`src/verilog/bridge_pkg.sv`:
```
package bridge_pkg;

	// bus widths
	localparam int ADDR_W = 32;
	localparam int DATA_W = 32;
	localparam int ID_W   = 4;

	// bit 0 of rid picks the receiving cache
	localparam logic [ID_W-1:0] ID_ICACHE = 4'd0;
	localparam logic [ID_W-1:0] ID_DCACHE = 4'd1;

	// axi burst types
	localparam logic [1:0] BURST_FIXED = 2'd0;
	localparam logic [1:0] BURST_INCR  = 2'd1;

	localparam logic [2:0] SIZE_WORD = 3'd2; // 4 byte beats

	// read channel fsm
	typedef enum logic [1:0] {
		RD_IDLE = 2'd0,
		RD_ADDR = 2'd1,
		RD_DATA = 2'd2
	} rd_state_t;

	// write channel fsm
	typedef enum logic [1:0] {
		WR_IDLE = 2'd0,
		WR_ADDR = 2'd1,
		WR_DATA = 2'd2,
		WR_RESP = 2'd3
	} wr_state_t;

endpackage
```
`src/verilog/axi_cache_bridge.sv`:
```
`timescale 1ns/10ps

module axi_cache_bridge #(
	parameter int LINE_WORDS = 16
) (
	input  logic                                      clk,
	input  logic                                      rst,

	// icache read
	input  logic                                      icache_rd_req,
	input  logic [bridge_pkg::ADDR_W-1:0]             icache_rd_addr,
	output logic                                      icache_rd_rdy,
	output logic                                      icache_ret_valid,
	output logic                                      icache_ret_last,

	// dcache read and write
	input  logic                                      dcache_rd_req,
	input  logic [bridge_pkg::ADDR_W-1:0]             dcache_rd_addr,
	output logic                                      dcache_rd_rdy,
	output logic                                      dcache_ret_valid,
	output logic                                      dcache_ret_last,
	input  logic                                      dcache_wr_req,
	input  logic [bridge_pkg::ADDR_W-1:0]             dcache_wr_addr,
	input  logic [LINE_WORDS*bridge_pkg::DATA_W-1:0]  dcache_wr_line,
	output logic                                      dcache_wr_rdy,
	input  logic [bridge_pkg::DATA_W-1:0]             uncache_wr_data,
	input  logic                                      conf_sel,
	output logic [bridge_pkg::DATA_W-1:0]             ret_data,

	// axi read
	output logic [bridge_pkg::ID_W-1:0]               arid,
	output logic [bridge_pkg::ADDR_W-1:0]             araddr,
	output logic [3:0]                                arlen,
	output logic [2:0]                                arsize,
	output logic [1:0]                                arburst,
	output logic                                      arvalid,
	input  logic                                      arready,
	input  logic [bridge_pkg::ID_W-1:0]               rid,
	input  logic [bridge_pkg::DATA_W-1:0]             rdata,
	input  logic                                      rlast,
	input  logic                                      rvalid,
	output logic                                      rready,

	// axi write
	output logic [bridge_pkg::ID_W-1:0]               awid,
	output logic [bridge_pkg::ADDR_W-1:0]             awaddr,
	output logic [3:0]                                awlen,
	output logic [2:0]                                awsize,
	output logic [1:0]                                awburst,
	output logic                                      awvalid,
	input  logic                                      awready,
	output logic [bridge_pkg::ID_W-1:0]               wid,
	output logic [bridge_pkg::DATA_W-1:0]             wdata,
	output logic [bridge_pkg::DATA_W/8-1:0]           wstrb,
	output logic                                      wlast,
	output logic                                      wvalid,
	input  logic                                      wready,
	input  logic                                      bvalid,
	output logic                                      bready
);

	logic                          wr_pending;
	logic [bridge_pkg::ADDR_W-1:0] wr_addr;

	// never back-pressure the slave
	assign rready = 1'b1;
	assign bready = 1'b1;

	read_arbiter #(
		.LINE_WORDS(LINE_WORDS)
	) rd_arb_i (
		.clk(clk), .rst(rst),
		.icache_rd_req(icache_rd_req), .icache_rd_addr(icache_rd_addr),
		.icache_rd_rdy(icache_rd_rdy),
		.dcache_rd_req(dcache_rd_req), .dcache_rd_addr(dcache_rd_addr),
		.dcache_rd_rdy(dcache_rd_rdy), .conf_sel(conf_sel),
		.arid(arid), .araddr(araddr), .arlen(arlen), .arsize(arsize),
		.arburst(arburst), .arvalid(arvalid), .arready(arready),
		.rid(rid), .rdata(rdata), .rlast(rlast), .rvalid(rvalid),
		.wr_pending(wr_pending), .wr_addr(wr_addr),
		.icache_ret_valid(icache_ret_valid), .icache_ret_last(icache_ret_last),
		.dcache_ret_valid(dcache_ret_valid), .dcache_ret_last(dcache_ret_last),
		.ret_data(ret_data)
	);

	line_writer #(
		.LINE_WORDS(LINE_WORDS)
	) wr_i (
		.clk(clk), .rst(rst),
		.dcache_wr_req(dcache_wr_req), .dcache_wr_addr(dcache_wr_addr),
		.dcache_wr_line(dcache_wr_line), .dcache_wr_rdy(dcache_wr_rdy),
		.uncache_wr_data(uncache_wr_data), .conf_sel(conf_sel),
		.wr_pending(wr_pending), .wr_addr(wr_addr),
		.awid(awid), .awaddr(awaddr), .awlen(awlen), .awsize(awsize),
		.awburst(awburst), .awvalid(awvalid), .awready(awready),
		.wid(wid), .wdata(wdata), .wstrb(wstrb), .wlast(wlast),
		.wvalid(wvalid), .wready(wready),
		.bvalid(bvalid)
	);

endmodule

```
`src/verilog/line_writer.sv`:
```
`timescale 1ns/10ps

module line_writer #(
	parameter int LINE_WORDS = 16
) (
	input  logic                                      clk,
	input  logic                                      rst,

	input  logic                                      dcache_wr_req,
	input  logic [bridge_pkg::ADDR_W-1:0]             dcache_wr_addr,
	input  logic [LINE_WORDS*bridge_pkg::DATA_W-1:0]  dcache_wr_line,
	output logic                                      dcache_wr_rdy,
	input  logic [bridge_pkg::DATA_W-1:0]             uncache_wr_data,
	input  logic                                      conf_sel,

	output logic                                      wr_pending,
	output logic [bridge_pkg::ADDR_W-1:0]             wr_addr,

	output logic [bridge_pkg::ID_W-1:0]               awid,
	output logic [bridge_pkg::ADDR_W-1:0]             awaddr,
	output logic [3:0]                                awlen,
	output logic [2:0]                                awsize,
	output logic [1:0]                                awburst,
	output logic                                      awvalid,
	input  logic                                      awready,

	output logic [bridge_pkg::ID_W-1:0]               wid,
	output logic [bridge_pkg::DATA_W-1:0]             wdata,
	output logic [bridge_pkg::DATA_W/8-1:0]           wstrb,
	output logic                                      wlast,
	output logic                                      wvalid,
	input  logic                                      wready,

	input  logic                                      bvalid
);

	localparam int         CNT_W    = (LINE_WORDS > 1) ? $clog2(LINE_WORDS) : 1;
	localparam logic [3:0] LINE_LEN = 4'(LINE_WORDS - 1);

	bridge_pkg::wr_state_t state;
	bridge_pkg::wr_state_t state_nxt;
	logic [LINE_WORDS*bridge_pkg::DATA_W-1:0] line_buf;
	logic [bridge_pkg::DATA_W-1:0] uc_word;
	logic [CNT_W-1:0] beat_cnt;
	logic uncached;
	logic wr_take;
	logic beat_go;
	logic last_beat;

	assign dcache_wr_rdy = (state == bridge_pkg::WR_IDLE) && awready;
	assign wr_take       = dcache_wr_req && dcache_wr_rdy;
	assign beat_go       = wvalid && wready;

	// final beat of the burst
	assign last_beat = uncached || (beat_cnt == CNT_W'(LINE_WORDS - 1));

	always_ff @(posedge clk)
	begin
		if (!rst)
			state <= bridge_pkg::WR_IDLE;
		else
			state <= state_nxt;
	end

	always_comb
	begin
		state_nxt = state;
		case (state)
			bridge_pkg::WR_IDLE:
				if (wr_take)
					state_nxt = bridge_pkg::WR_ADDR;
			bridge_pkg::WR_ADDR:
				if (awready)
					state_nxt = bridge_pkg::WR_DATA;
			bridge_pkg::WR_DATA:
				if (beat_go && last_beat)
					state_nxt = bridge_pkg::WR_RESP;
			bridge_pkg::WR_RESP:
				if (bvalid) // bready tied high
					state_nxt = bridge_pkg::WR_IDLE;
			default:
				state_nxt = bridge_pkg::WR_IDLE;
		endcase
	end

	// kind of write and beat counter
	always_ff @(posedge clk)
	begin
		if (!rst)
		begin
			uncached <= 1'b0;
			beat_cnt <= '0;
		end
		else if (wr_take)
		begin
			uncached <= conf_sel;
			beat_cnt <= '0;
		end
		else if (beat_go)
			beat_cnt <= beat_cnt + 1'b1;
	end

	always_ff @(posedge clk)
	begin
		if (wr_take)
		begin
			wr_addr  <= dcache_wr_addr;
			line_buf <= dcache_wr_line;
			uc_word  <= uncache_wr_data;
		end
		else if (beat_go)
			line_buf <= line_buf >> bridge_pkg::DATA_W; // next word into the low bits
	end

	// held from acceptance until the response is back
	assign wr_pending = (state != bridge_pkg::WR_IDLE);

	assign awid    = bridge_pkg::ID_DCACHE;
	assign awaddr  = wr_addr;
	assign awlen   = uncached ? 4'd0 : LINE_LEN;
	assign awsize  = bridge_pkg::SIZE_WORD;
	assign awburst = uncached ? bridge_pkg::BURST_FIXED : bridge_pkg::BURST_INCR;
	assign awvalid = (state == bridge_pkg::WR_ADDR);

	assign wid    = bridge_pkg::ID_DCACHE;
	assign wdata  = uncached ? uc_word : line_buf[bridge_pkg::DATA_W-1:0];
	assign wstrb  = '1; // always full words
	assign wvalid = (state == bridge_pkg::WR_DATA);
	assign wlast  = wvalid && last_beat;

	b_after_last: assert property (@(posedge clk) disable iff (!rst)
		bvalid |-> state == bridge_pkg::WR_RESP)
		else $error("write response arrived before the last data beat");

endmodule

```
`src/verilog/read_arbiter.sv`:
```
`timescale 1ns/10ps

module read_arbiter #(
	parameter int LINE_WORDS = 16
) (
	input  logic                            clk,
	input  logic                            rst,

	input  logic                            icache_rd_req,
	input  logic [bridge_pkg::ADDR_W-1:0]   icache_rd_addr,
	output logic                            icache_rd_rdy,
	input  logic                            dcache_rd_req,
	input  logic [bridge_pkg::ADDR_W-1:0]   dcache_rd_addr,
	output logic                            dcache_rd_rdy,
	input  logic                            conf_sel,

	output logic [bridge_pkg::ID_W-1:0]     arid,
	output logic [bridge_pkg::ADDR_W-1:0]   araddr,
	output logic [3:0]                      arlen,
	output logic [2:0]                      arsize,
	output logic [1:0]                      arburst,
	output logic                            arvalid,
	input  logic                            arready,

	input  logic [bridge_pkg::ID_W-1:0]     rid,
	input  logic [bridge_pkg::DATA_W-1:0]   rdata,
	input  logic                            rlast,
	input  logic                            rvalid,

	input  logic                            wr_pending,
	input  logic [bridge_pkg::ADDR_W-1:0]   wr_addr,

	output logic                            icache_ret_valid,
	output logic                            icache_ret_last,
	output logic                            dcache_ret_valid,
	output logic                            dcache_ret_last,
	output logic [bridge_pkg::DATA_W-1:0]   ret_data
);

	localparam logic [3:0] LINE_LEN = 4'(LINE_WORDS - 1);

	bridge_pkg::rd_state_t state;
	bridge_pkg::rd_state_t state_nxt;
	logic ic_hazard;
	logic dc_hazard;
	logic ic_take;
	logic dc_take;
	logic beat;

	// a read may not overtake a pending write to the same address
	assign ic_hazard = wr_pending && (icache_rd_addr == wr_addr);
	assign dc_hazard = wr_pending && (dcache_rd_addr == wr_addr);

	// icache has fixed priority
	assign icache_rd_rdy = (state == bridge_pkg::RD_IDLE) && arready && !ic_hazard;
	assign dcache_rd_rdy = (state == bridge_pkg::RD_IDLE) && arready && !icache_rd_req
		&& !dc_hazard;

	assign ic_take = icache_rd_req && icache_rd_rdy;
	assign dc_take = dcache_rd_req && dcache_rd_rdy;

	always_ff @(posedge clk)
	begin
		if (!rst)
			state <= bridge_pkg::RD_IDLE;
		else
			state <= state_nxt;
	end

	always_comb
	begin
		state_nxt = state;
		case (state)
			bridge_pkg::RD_IDLE:
				if (ic_take || dc_take)
					state_nxt = bridge_pkg::RD_ADDR;
			bridge_pkg::RD_ADDR:
				if (arready)
					state_nxt = bridge_pkg::RD_DATA;
			bridge_pkg::RD_DATA:
				if (rvalid && rlast)
					state_nxt = bridge_pkg::RD_IDLE;
			default:
				state_nxt = bridge_pkg::RD_IDLE;
		endcase
	end

	// request shape captured at acceptance
	always_ff @(posedge clk)
	begin
		if (ic_take)
		begin
			arid    <= bridge_pkg::ID_ICACHE;
			araddr  <= icache_rd_addr;
			arlen   <= LINE_LEN;
			arburst <= bridge_pkg::BURST_INCR;
		end
		else if (dc_take)
		begin
			arid    <= bridge_pkg::ID_DCACHE;
			araddr  <= dcache_rd_addr;
			arlen   <= conf_sel ? 4'd0 : LINE_LEN; // config space is one word
			arburst <= conf_sel ? bridge_pkg::BURST_FIXED : bridge_pkg::BURST_INCR;
		end
	end

	assign arsize  = bridge_pkg::SIZE_WORD;
	assign arvalid = (state == bridge_pkg::RD_ADDR);

	// steer each beat by rid bit 0
	assign beat = (state == bridge_pkg::RD_DATA) && rvalid;

	assign icache_ret_valid = beat && !rid[0];
	assign icache_ret_last  = beat && !rid[0] && rlast;
	assign dcache_ret_valid = beat && rid[0];
	assign dcache_ret_last  = beat && rid[0] && rlast;
	assign ret_data         = rdata;

	r_in_burst: assert property (@(posedge clk) disable iff (!rst)
		rvalid |-> state == bridge_pkg::RD_DATA)
		else $error("read data arrived with no burst in flight");

	rid_match: assert property (@(posedge clk) disable iff (!rst)
		rvalid |-> rid == arid)
		else $error("read beat carries an id that was not requested");

endmodule

```
`config.mk`:
```
export PLATFORM = sky130hd
export DESIGN_NAME = axi_cache_bridge
export DESIGN_NICKNAME = d
export VERILOG_FILES = /design/src/verilog/bridge_pkg.sv /design/src/verilog/axi_cache_bridge.sv /design/src/verilog/line_writer.sv /design/src/verilog/read_arbiter.sv
export SDC_FILE = /design/constraint.sdc
export NUM_CORES = 1
export LEC_CHECK = 0
export BUFFER_PORTS_ARGS = -buffer_cell sky130_fd_sc_hd__buf_4
export CAP_MARGIN = 40
export CORE_AREA = 5 5 335 337
export DETAILED_ROUTE_END_ITERATION = 7
export DIE_AREA = 0 0 340 342
export PLACE_DENSITY_LB_ADDON = 0.25
export SLEW_MARGIN = 20
export SYNTH_ARGS = -nofsm -noshare
export SYNTH_HDL_FRONTEND = slang
export SYNTH_SLANG_ARGS = --single-unit
```
`constraint.sdc`:
```
create_clock -name clk -period 37.4 [get_ports clk]
set_input_delay 5.61 -clock clk [delete_from_list [all_inputs] [get_ports clk]]
set_output_delay 5.61 -clock clk [all_outputs]
set_load 0.005 [all_outputs]
```
# Word level (Yosys, flattened, before mapping)
# Cells that the tools add are included.
[classes] n_addsub=1 n_eq_ne=15 mux=18 bitwise=1 n_reduce_logical=33
[op_table] op="2-to-1 mux 512 bit" count=2
[op_table] op="2-to-1 mux 32 bit" count=3
[op_table] op="== test 32 bit" count=2
[op_table] op="logical AND 1 bit" count=19
[op_table] op="2-to-1 mux 2 bit" count=7
[op_table] op="2-to-1 mux 4 bit" count=2
[op_table] op="inequality test 2 x 1 -> 1 bit, second input constant" count=4
[op_table] op="case mux 2 bit (4 select lines)" count=1
[op_table] op="== test 2 bit, second input constant" count=3
[op_table] op="inequality test 2 bit, second input constant" count=3
[op_table] op="case mux 2 bit (3 select lines)" count=1
[op_table] op="nonzero test 2 bit" count=3
[op_table] op="adder 4 x 1 -> 4 bit, second input constant" count=1
[op_table] op="== test 2 x 1 -> 1 bit, second input constant" count=2
[op_table] op="== test 4 bit, second input constant" count=1
[op_table] op="zero test 1 bit" count=4
[op_table] op="zero test 2 bit" count=2
[op_table] op="AND reduction 4 bit" count=1
[op_table] op="AND reduction 3 bit" count=1
[op_table] op="logical OR 1 bit" count=2
[op_table] op="2-to-1 mux 1 bit" count=2
[op_table] op="OR reduction 2 bit" count=1
[op_table] op="NOT 1 bit" count=1
[totals] regBits=624 inputBits=688 out_inout_bits=175 word_cells=79

# Logic depth before layout (Yosys ltp)
# Gate-level depths: netlist (run 1).
[logic_depth] ltp_word=8 ltp_mapped=9 mapped_depth_nobuf=7

# By module
# From an unflattened synthesis (run 1), not the netlist that was laid out.
[unflattened] cells_unflattened=2533 area_unflattened_um2=27428.8
[modules_own_cells] module="line_writer" n_inst=1 cells_each=2299 area_per_inst_um2=24783.8 seq_area_each_um2=17436.7
[modules_own_cells] module="read_arbiter" n_inst=1 cells_each=231 area_per_inst_um2=2626.3 seq_area_each_um2=1041.0
[modules_own_cells] module="axi_cache_bridge" n_inst=1 cells_each=3 area_per_inst_um2=18.8 seq_area_each_um2=0.0

# Worst setup path after synthesis (run 1)
# OpenSTA, ideal clock, no wires.
[synth_timing] kind="input to register" start="in awready" end="reg wr_i.line_buf[0] in the netlist's numbering, enable pin" setup_time_ns=3.696 arrival_time_ns=14.798 required_time_ns=33.704 setup_slack_ns=18.905 stages=5 n_path_buf=2 cell_sequence="and2_1 -> nand2_1 -> clkbuf_1 -> clkbuf_1 -> nand2_1"
[synth_between] elab_chain_len=3
[synth_rtl] element="start, declared" line="axi_cache_bridge.sv:51" rtl="input logic awready,"
[synth_rtl] element="logical AND 1 bit" line="line_writer.sv:50" rtl="assign dcache_wr_rdy = (state == bridge_pkg::WR_IDLE) && awready;"
[synth_rtl] element="logical AND 1 bit" line="line_writer.sv:51" rtl="assign wr_take = dcache_wr_req && dcache_wr_rdy;"
[synth_rtl] element="nonzero test 2 bit (no source line)"
[synth_rtl] element="end signal, assigned" line="line_writer.sv:108" rtl="line_buf <= dcache_wr_line;"
[synth_rtl] element="end signal, assigned" line="line_writer.sv:112" rtl="line_buf <= line_buf >> bridge_pkg::DATA_W;"
[synth_rtl] element="end, declared" line="line_writer.sv:42" rtl="logic [LINE_WORDS*bridge_pkg::DATA_W-1:0] line_buf;"
# Every way passes these cells.
# A chain may end at the register's enable or synchronous reset.

# Worst setup path in the final report (run 1)
[layout_timing] start="in dcache_rd_addr[13] in the netlist's numbering" end="out dcache_rd_rdy"
[layout_between] elab_chain_len=4
[layout_rtl] element="start, declared" line="axi_cache_bridge.sv:18" rtl="input logic [bridge_pkg::ADDR_W-1:0] dcache_rd_addr,"
[layout_rtl] element="== test 32 bit" line="read_arbiter.sv:52" rtl="assign dc_hazard = wr_pending && (dcache_rd_addr == wr_addr);"
[layout_rtl] element="logical AND 1 bit" line="read_arbiter.sv:52"
[layout_rtl] element="zero test 1 bit" line="read_arbiter.sv:57" rtl="&& !dc_hazard;"
[layout_rtl] element="logical AND 1 bit" line="read_arbiter.sv:57"
[layout_rtl] element="end, declared" line="axi_cache_bridge.sv:19" rtl="output logic dcache_rd_rdy,"
# Every way passes these cells.

==> results of run 1 <==
-- worst min-delay path, cell delays in order, from the launching register on --
cell	delay, ns
dfxtp_2	0.31
nand2_1	0.05
a21oi_1	0.05
-- sequential cells by signal (all words and copies together) (netlist names) --
| signal | count |
|---|---|
| wr_i.beat_cnt | 4 |
| rd_arb_i.arlen | 1 |
| rd_arb_i.arid | 1 |
| wr_i.uc_word | 32 |
| wr_i.line_buf | 512 |
| rd_arb_i.araddr | 32 |
| wr_i.uncached | 1 |
| rd_arb_i.state | 2 |
| wr_i.awaddr | 32 |
| wr_i.state | 2 |
-- cell type report --
cell class | count | area (sq um) | share of cell area
flip-flops and latches | 619 | 18500 | 0.508
clock inverters | 38 | 309 | 0.00849
inverters | 8 | 37.5 | 0.00103
well taps | 1414 | 1770 | 0.0486
repair buffers | 798 | 6180 | 0.170
multi-input cells | 1716 | 7570 | 0.208
clock buffers | 94 | 2000 | 0.0550
diodes | 15 | 37.5 | 0.00103
-- final timing paths --
| kind | to | slack (ns) | cells past startpoint |
|---|---|---|---|
| max | dcache_rd_rdy | 24.20 | 7 |
| min | wr_i.uncached | 0.46 | 2 |
| max reg2reg | wr_i.line_buf[87] | 32.40 | 9 |
| min reg2reg | wr_i.uncached | 0.46 | 2 |
-- metal layers --
layer	wire length (microns)	track usage	part of all wire
met2	41100	0.235	0.44
met4	2200	0.0390	0.024
met1	40100	0.198	0.43
met5	209	0	0.0022
met3	9510	0.0672	0.10
-- cells in the final DEF, fill, tap and decap left out, types with 3 or more instances in the layout --
master	synthesis	layout
xnor2_1	4	4
buf_16	0	6
and2_1	33	33
dfxtp_1	11	10
nor2b_1	4	4
clkinv_8	0	4
clkbuf_16	0	77
buf_12	0	5
ha_1	6	6
clkbuf_1	110	16
diode_2	0	15
mux2_2	62	62
buf_4	65	786
a21oi_1	3	3
clkinv_1	0	23
xor2_1	63	63
nor3_1	3	3
nand4_1	3	3
nand2_1	1453	1451
clkinv_2	0	6
inv_1	7	7
conb_1	2	25
nor2_1	13	13
nand3_1	7	7
nor4_1	14	14
bufinv_16	0	4
edfxtp_1	608	608
-- cells by family after synthesis --
| kind of cell | after synthesis | share of synthesized area |
|---|---|---|
| adders and majority gates | 6 | 0.00279 |
| xor gates and xnor gates | 67 | 0.0218 |
| other | 2 | 0.000279 |
| DFF | 619 | 0.686 |
| buffers and inverters | 189 | 0.0362 |
| AOI/OAI and AO/OA | 13 | 0.00386 |
| muxes | 65 | 0.0271 |
| and+or+nand+nor | 1540 | 0.222 |
-- stage by stage --
step / util / hold WS [ns]
4_1_cts: 0.334 / 0.462
3_3_place_gp: 0.312 / 0.446
3_5_place_dp: 0.312 / 0.453
5_1_grt: 0.335 / 0.499
2_1_floorplan: - / 0.454
6_report: 0.335 / 0.458
-- power breakdown --
| part | switching [mW] | internal (mW) |
|---|---|---|
| logic | 0.332 | 0.187 |
| registers | 0.0541 | 1.03 |
| clock network | 0.298 | 0.406 |
| total | 0.683 | 1.62 |
==> out/results.txt, run 1 <==
number of enable-type register cells in the synthesized netlist -> 608
final instance count without filler cells -> 4702
maximum level of the CTS H-tree -> 3
hold violation count in the final report -> 0
cell leakage power -> 15.8 nW
hold buffers post-CTS -> 0
cell chosen for the clock root -> clkbuf_16
post-detailed-routing wire length -> 93100 microns
I/O Buffers -> 770
data arrival time at the worst-slack endpoint -> 7.59 ns
quantity of gates resized following cts -> 0
Mean Syn Cell Area -> 10.8 sq um
Post-Place Cells -> 4550
clock latency at the later pin of the worst-skew pair -> 0.63 ns
ratio of final minimum period to clock period -> 0.353
number of top-level pins -> 863
post-synthesis instance area -> 26900 sq um
count of standard-cell rows -> 121
launch instance of the worst min-delay path -> wr_i.uncached
launching element of the worst setup path -> dcache_rd_addr[13]
worst-margin pin slew -> 1.06 ns
initial detailed-routing violation count -> 1376
Post-Synthesis Cells -> 2501
net total in the final layout -> 3913
FILL cells -> 11228
Fin Setup TNS -> 0 ns
setup slack after placement -> 24.29 ns
count of TritonRoute iterations in the first routing pass -> 5
Synth area leaders -> edfxtp_1, nand2_1, mux2_2
via total after detailed routing -> 19442
Max Cap Viol -> 0
count of pins over their slew limit -> 0
minimum clock period after layout -> 13.20 ns
Max-slew headroom -> 0.295
instance area at placement -> 33900 sq um
total gr overflow -> 0
first-pass GRT wire length -> 131000 microns
post-route cell area -> 36400 sq um
Synth top area share -> 0.678
maximum fanout count along the critical path -> 4
Cell variety after synth -> 40
Post-CTS Setup Repair Bufs -> 0
overall fraction of global-route tracks in use -> 0.153
post-DR wirelength/cell -> 19.8 microns
area of the core region -> 109000 sq um
RSZ-0062 raised after global routing -> false
die outline height -> 342 microns
Via-to-Cell Ratio -> 4.13
most frequently used cell type in the post-synthesis netlist -> nand2_1
global placer's final weighted congestion -> 0.890
result of the run -> finished, final reports clean
Syn-to-layout area delta -> 35.1%
crit path max-delay cell type -> nor3_1
Max Clk Rate -> 0.0758 GHz
delay of the slowest cell on the worst path -> 0.55 ns
category of cells accounting for the largest share of critical-path delay -> simple AND/OR/NAND/NOR gates
pin count of the biggest net entering global routing -> 168
Max IR drop VDD -> 31.9 uV
Sink Count -> 619
fraction of layout cells with a size suffix above 1 -> 0.293
Req. time, crit path -> 31.79 ns
post-detailed-route DRC marker count -> 0
biggest area consumer among synthesized cells -> edfxtp_1
remaining number of nets flagged by the antenna check after routing -> 0
number of register bits inferred by synthesis -> 619
initial core utilization -> 0.248
clock slew at the register clock pins of the worst setup and hold paths -> 0.06 ns
most used cell along the critical path -> buf_4
die area -> 116000 sq um
Crit Reg-Reg Startpoint -> wr_i.state[0]
power density over the cells -> 63.3 nW/um^2
critical path startpoint category -> primary input
Inserted Clock Buffers -> 76
post-layout total power -> 2.30 mW
proportion of register bits with asynchronous set or reset after synthesis -> 0
number of buffer and inverter stages on the critical path -> 2
sequential cell area fraction in the yosys report -> 0.686
Hold Crit Class -> reg2reg
Fin Clk Skew -> 0.0360 ns
main flop type after synthesis -> edfxtp_1
initial antenna violation count -> 36
overall die width -> 340 microns
category of the most critical setup path -> in2out
Setup-failing EPs final -> 0
clock tree from TritonCTS -> built
Worst Setup Slack, final -> 24.20 ns
cell breakdown of the critical path -> buf_4 > xor2_1 > nor4_1 > nand4_1 > nor3_1 > nor2b_1 > buf_4
buffer levels on the longest clock path -> 3
vias in the first global route -> 19415
Commonest cells post-synth -> nand2_1, edfxtp_1, clkbuf_1
HPWL after DPL -> 69400 microns
number of warnings issued by yosys -> 0
CP endpoint kind -> output pin
No activity file was read; power rests on OpenSTA's default activity.
==> run 2: changes to the inputs <==
- clock period: 37.4 -> 12.9 ns (I/O delays scaled with it)
==> run 2 against run 1 <==
Combinational power increased to 2.9 times the previous value. Sequential cell count unchanged. Sequential share of layout area about the same. Clock skew decreased by 0.0076 ns. Critical path depth unchanged. Wire length about the same. Non-clock buffer count unchanged. Core utilization about the same. First-iteration DRC count decreased by 3.7%. Final cell count about the same. Clock power increased to 2.9 times the previous value. Largest cell class unchanged.
==> out/results.txt, run 2 (synthesis results as in run 1) <==
register with the highest flop count -> wr_i.line_buf (unchanged)
post-detailed-routing wire length -> 93100 microns (about the same)
net total in the final layout -> 3914 (was 3913)
Post-CTS Setup Repair Bufs -> 0 (unchanged)
Setup-failing EPs final -> 0 (unchanged)
remaining number of nets flagged by the antenna check after routing -> 0 (unchanged)
clock tree from TritonCTS -> built (unchanged)
power density over the cells -> 184 nW/um^2 (was 63.3 nW/um^2)
Req. time, crit path -> 10.97 ns (was 31.79 ns)
maximum level of the CTS H-tree -> 3 (unchanged)
Max Clk Rate -> 0.171 GHz
quantity of gates resized following cts -> 0 (unchanged)
instance area at placement -> 34000 sq um (was 33900 sq um)
global placer's final weighted congestion -> 0.865 (was 0.890)
count of standard-cell rows -> 121 (unchanged)
initial detailed-routing violation count -> 1325 (was 1376)
ratio of final minimum period to clock period -> 0.453
overall die width -> 340 microns (unchanged)
total gr overflow -> 0 (unchanged)
Hold Crit Class -> reg2reg (unchanged)
fraction of layout cells with a size suffix above 1 -> 0.297 (was 0.293)
Fin Setup TNS -> 0 ns (unchanged)
die outline height -> 342 microns (unchanged)
post-detailed-route DRC marker count -> 0 (unchanged)
FILL cells -> 11220 (was 11228)
CP endpoint kind -> output pin (unchanged)
initial antenna violation count -> 26 (was 36)
worst-margin pin slew -> 0.940 ns (was 1.06 ns)
count of pins over their slew limit -> 0 (unchanged)
overall fraction of global-route tracks in use -> 0.153 (about the same)
I/O Buffers -> 770 (unchanged)
initial core utilization -> 0.248 (unchanged)
die area -> 116000 sq um (unchanged)
data arrival time at the worst-slack endpoint -> 3.91 ns (was 7.59 ns)
Max-slew headroom -> 0.365 (was 0.295)
buffer levels on the longest clock path -> 3 (unchanged)
hold buffers post-CTS -> 0 (unchanged)
most used cells in the layout excluding fill and tap cells -> nand2_1, buf_4, edfxtp_1 (unchanged)
most common library cell in the layout ignoring fill and taps -> nand2_1 (unchanged)
via total after detailed routing -> 19354 (was 19442)
hold violation count in the final report -> 0 (unchanged)
Reg2Reg Depth -> 10 (was 9)
Post-Place Cells -> 4552 (was 4550)
critical path startpoint category -> primary input (unchanged)
area of the core region -> 109000 sq um (unchanged)
clock latency at the later pin of the worst-skew pair -> 0.63 ns (about the same)
vias in the first global route -> 19345 (was 19415)
count of TritonRoute iterations in the first routing pass -> 7 (was 5)
number of top-level pins -> 863 (unchanged)
Via-to-Cell Ratio -> 4.12 (was 4.13)
post-DR wirelength/cell -> 19.8 microns (about the same)
cell leakage power -> 15.9 nW (was 15.8 nW)
minimum clock period after layout -> 5.84 ns
post-route cell area -> 36400 sq um (about the same)
number of flip-flops in the largest register -> 512 (unchanged)
final instance count without filler cells -> 4701 (was 4702)
cell chosen for the clock root -> clkbuf_16 (unchanged)
category of the most critical setup path -> in2out (unchanged)
pin count of the biggest net entering global routing -> 151 (was 168)
first-pass GRT wire length -> 131000 microns (about the same)
Inserted Clock Buffers -> 77 (was 76)
result of the run -> finished, final reports clean (unchanged)
Syn-to-layout area delta -> 35.3% (was 35.1%)
Hold Crit Depth -> 2 (unchanged)
Max Cap Viol -> 0 (unchanged)
maximum fanout count along the critical path -> 2 (was 4)
HPWL after DPL -> 69800 microns (was 69400 microns)
clock slew at the register clock pins of the worst setup and hold paths -> 0.06 ns (about the same)
RSZ-0062 raised after global routing -> false (unchanged)
Sink Count -> 619 (unchanged)
Core Util, Final -> 0.336 (was 0.335)
Fin Clk Skew -> 0.0284 ns (was 0.0360 ns)
Max IR drop VDD -> 94.9 uV (was 31.9 uV)
-- run 2: cell count changes in the layout (fill, tap and decap cells not counted), moves of 2 or more --
cell	previous run	this run
buf_12	5	7
buf_16	6	4
clkbuf_1	16	18
clkinv_1	23	9
clkinv_2	6	12
clkinv_4	0	2
inv_6	0	3
-- run 2: layout make-up --
cell class / instances / area (sq um) / share of cell area
sequential: 619 / 18500 / 0.507
multi-input combinational: 1716 / 7580 / 0.208
timing repair buffer: 798 / 6160 / 0.169
clock buffer: 98 / 2050 / 0.0562
tap: 1414 / 1770 / 0.0486
clock inverter: 33 / 307 / 0.00842
inverter: 8 / 37.5 / 0.00103
antenna: 15 / 37.5 / 0.00103
-- run 2: worst paths after layout --
check	slack [ns]	end	startpoint
max	7.06	icache_rd_rdy	icache_rd_addr[29]
min	0.47	wr_i.beat_cnt[1]	wr_i.beat_cnt[1]
max reg2reg	8.44	wr_i.line_buf[360]	wr_i.state[0]
min reg2reg	0.47	wr_i.beat_cnt[1]	wr_i.beat_cnt[1]
-- run 2: worst max-delay path, cell delays in order --
cell	delay, ns
buf_4	0.11
xor2_1	0.13
nor4_1	0.66
nand4_1	0.31
nor3_1	0.45
nor4b_1	0.13
buf_4	0.17
-- run 2: report_power, final --
group          switching, mW  internal [mW]
clock network          0.861           1.20
registers              0.164           2.98
logic                  0.955          0.538
total                   1.98           4.72
-- run 2: per-layer routing --
metal  part of all wire  vias to the layer above  GRT usage
li1                   -                     9610          -
met1               0.42                     8877      0.195
met2               0.44                      725      0.239
met3               0.12                      112     0.0696
met4              0.018                       30     0.0356
met5             0.0022                        -          0
-- run 2: stage by stage --
stage | power (mW) | setup slack [ns] | hold WS (ns)
6_report | 6.70 | 7.06 | 0.471
3_5_place_dp | 4.72 | 7.11 | 0.468
4_1_cts | 6.82 | 7.10 | 0.477
3_3_place_gp | 4.68 | 7.06 | 0.453
2_1_floorplan | 4.15 | 3.35 | 0.454
5_1_grt | 7.09 | 7.01 | 0.516
==> run 3: changes to the inputs <==
- clock period: 12.9 -> 5.3 ns (I/O delays scaled with it)
==> run 3 against run 2 <==
Sequential power up 140%. Combinational power up 150%. Final cell count up 0.11%. Worst hold slack worse by 0.14 ns. Non-clock buffer count up 4. Core utilization about the same. Sequential share of layout area up 0.070 points. Critical path type is now reg2out. Largest power group unchanged.
==> out/results.txt, run 3 (synthesis results as in run 1) <==
result of the run -> finished, final reports clean (unchanged)
number of buffer and inverter stages on the critical path -> 1 (was 2)
Fin Setup TNS -> 0 ns (unchanged)
post-DR wirelength/cell -> 19.9 microns (was 19.8 microns)
launching element of the worst setup path -> wr_i.awaddr[1] (was icache_rd_addr[29])
number of top-level pins -> 863 (unchanged)
total gr overflow -> 0 (unchanged)
most common library cell in the layout ignoring fill and taps -> nand2_1 (unchanged)
initial antenna violation count -> 34 (was 26)
area of the core region -> 109000 sq um (unchanged)
first-pass GRT wire length -> 132000 microns (was 131000 microns)
count of TritonRoute iterations in the first routing pass -> 6 (was 7)
worst-margin pin slew -> 0.966 ns (was 0.940 ns)
vias in the first global route -> 19450 (was 19345)
power density over the cells -> 444 nW/um^2 (was 184 nW/um^2)
Fin Clk Skew -> 0.0230 ns (was 0.0284 ns)
setup slack, reg-to-reg -> 2.10 ns (was 8.44 ns)
Hold Crit Class -> in2reg (was reg2reg)
ratio of final minimum period to clock period -> 0.721
remaining number of nets flagged by the antenna check after routing -> 0 (unchanged)
number of flip-flops in the largest register -> 512 (unchanged)
Max IR drop VDD -> 289 uV (was 94.9 uV)
Sink Count -> 619 (unchanged)
Max Cap Viol -> 0 (unchanged)
die outline height -> 342 microns (unchanged)
Syn-to-layout area delta -> 35.1% (was 35.3%)
Reg2Reg Depth -> 8 (was 10)
maximum level of the CTS H-tree -> 3 (unchanged)
overall die width -> 340 microns (unchanged)
final instance count without filler cells -> 4706 (was 4701)
Reg2Reg Capture Point -> wr_i.line_buf[287] (was wr_i.line_buf[360])
maximum fanout count along the critical path -> 4 (was 2)
crit path max-delay cell type -> nor4_1 (unchanged)
Inserted Clock Buffers -> 76 (was 77)
I/O Buffers -> 770 (unchanged)
cell leakage power -> 15.8 nW (was 15.9 nW)
clock tree from TritonCTS -> built (unchanged)
hold buffers post-CTS -> 0 (unchanged)
initial detailed-routing violation count -> 1363 (was 1325)
Setup-failing EPs final -> 0 (unchanged)
buffer levels on the longest clock path -> 3 (unchanged)
net total in the final layout -> 3917 (was 3914)
overall fraction of global-route tracks in use -> 0.154 (was 0.153)
die area -> 116000 sq um (unchanged)
end point of the critical path -> dcache_rd_rdy (was icache_rd_rdy)
Crit Reg-Reg Startpoint -> wr_i.state[0] (unchanged)
Max Clk Rate -> 0.262 GHz
pin count of the biggest net entering global routing -> 176 (was 151)
minimum clock period after layout -> 3.82 ns
instance area at placement -> 34100 sq um (was 34000 sq um)
Req. time, crit path -> 4.51 ns (was 10.97 ns)
count of pins over their slew limit -> 0 (unchanged)
clock slew at the register clock pins of the worst setup and hold paths -> 0.06 ns (about the same)
critical path startpoint category -> register (was primary input)
count of standard-cell rows -> 121 (unchanged)
CP Depth -> 6 (was 7)
cell chosen for the clock root -> clkbuf_16 (unchanged)
global placer's final weighted congestion -> 0.878 (was 0.865)
quantity of gates resized following cts -> 0 (unchanged)
post-detailed-routing wire length -> 93500 microns (was 93100 microns)
data arrival time at the worst-slack endpoint -> 3.02 ns (was 3.91 ns)
via total after detailed routing -> 19338 (was 19354)
category of the most critical setup path -> reg2out (was in2out)
Max-slew headroom -> 0.356 (was 0.365)
Post-Place Cells -> 4559 (was 4552)
post-route cell area -> 36400 sq um (about the same)
Post-CTS Setup Repair Bufs -> 0 (unchanged)
initial core utilization -> 0.248 (unchanged)
post-detailed-route DRC marker count -> 0 (unchanged)
clock latency at the later pin of the worst-skew pair -> 0.63 ns (about the same)
category of cells accounting for the largest share of critical-path delay -> simple AND/OR/NAND/NOR gates (unchanged)
most used cells in the layout excluding fill and tap cells -> nand2_1, buf_4, edfxtp_1 (unchanged)
RSZ-0062 raised after global routing -> false (unchanged)
register with the highest flop count -> wr_i.line_buf (unchanged)
cell breakdown of the critical path -> xor2_1 > nor4_1 > nand4_1 > nor3_1 > nor2b_1 > buf_4 (was buf_4 > xor2_1 > nor4_1 > nand4_1 > nor3_1 > nor4b_1 > buf_4)
hold violation count in the final report -> 0 (unchanged)
fraction of layout cells with a size suffix above 1 -> 0.295 (was 0.297)
CP endpoint kind -> output pin (unchanged)
Via-to-Cell Ratio -> 4.11 (was 4.12)
delay of the slowest cell on the worst path -> 0.57 ns (was 0.66 ns)
HPWL after DPL -> 70200 microns (was 69800 microns)
[run 3: final cells by class]
| cell class | instances | area (sq um) |
|---|---|---|
| antenna | 15 | 37.5 |
| clock buffer | 103 | 2080 |
| clock inverter | 29 | 195 |
| fill | 11194 | 72200 |
| inverter | 8 | 37.5 |
| tap | 1414 | 1770 |
| sequential | 619 | 18500 |
| multi-input combinational | 1716 | 7580 |
| timing repair buffer | 802 | 6190 |
[run 3: power breakdown]
part	leakage (nW)	total (mW)	switching, mW	internal [mW]
sequential	5.78	7.61	0.381	7.23
combinational	8.94	3.68	2.34	1.34
clock	1.11	4.86	2.07	2.79
[run 3: layer usage]
layer,global-route usage,part of all wire,up-vias
met1,0.197,0.42,8881
li1,-,-,9614
met3,0.0706,0.11,128
met5,0,0.0023,-
met4,0.0345,0.017,28
met2,0.238,0.45,687
[run 3: worst min-delay path by stage]
stage	start	endpoint	slack (ns)	cells after the start
2_1_floorplan	wr_i.beat_cnt[1]	wr_i.beat_cnt[1]	0.45	2
3_3_place_gp	rd_arb_i.arid[0]	rd_arb_i.arid[0]	0.45	1
3_5_place_dp	rd_arb_i.arid[0]	rd_arb_i.arid[0]	0.46	1
4_1_cts	dcache_wr_addr[19]	wr_i.awaddr[19]	0.26	1
5_1_grt	uncache_wr_data[16]	wr_i.uc_word[16]	0.28	1
6_report	dcache_wr_addr[19]	wr_i.awaddr[19]	0.33	1
[run 3: through the flow]
stage	total power [mW]	util	hold slack, ns	worst slack (ns)
6_report	16.1	0.335	0.333	1.48
4_1_cts	16.4	0.335	0.262	1.52
5_1_grt	17.1	0.335	0.278	1.33
3_3_place_gp	11.5	0.314	0.454	1.81
2_1_floorplan	9.83	-	0.454	1.04
3_5_place_dp	11.5	0.314	0.460	1.81
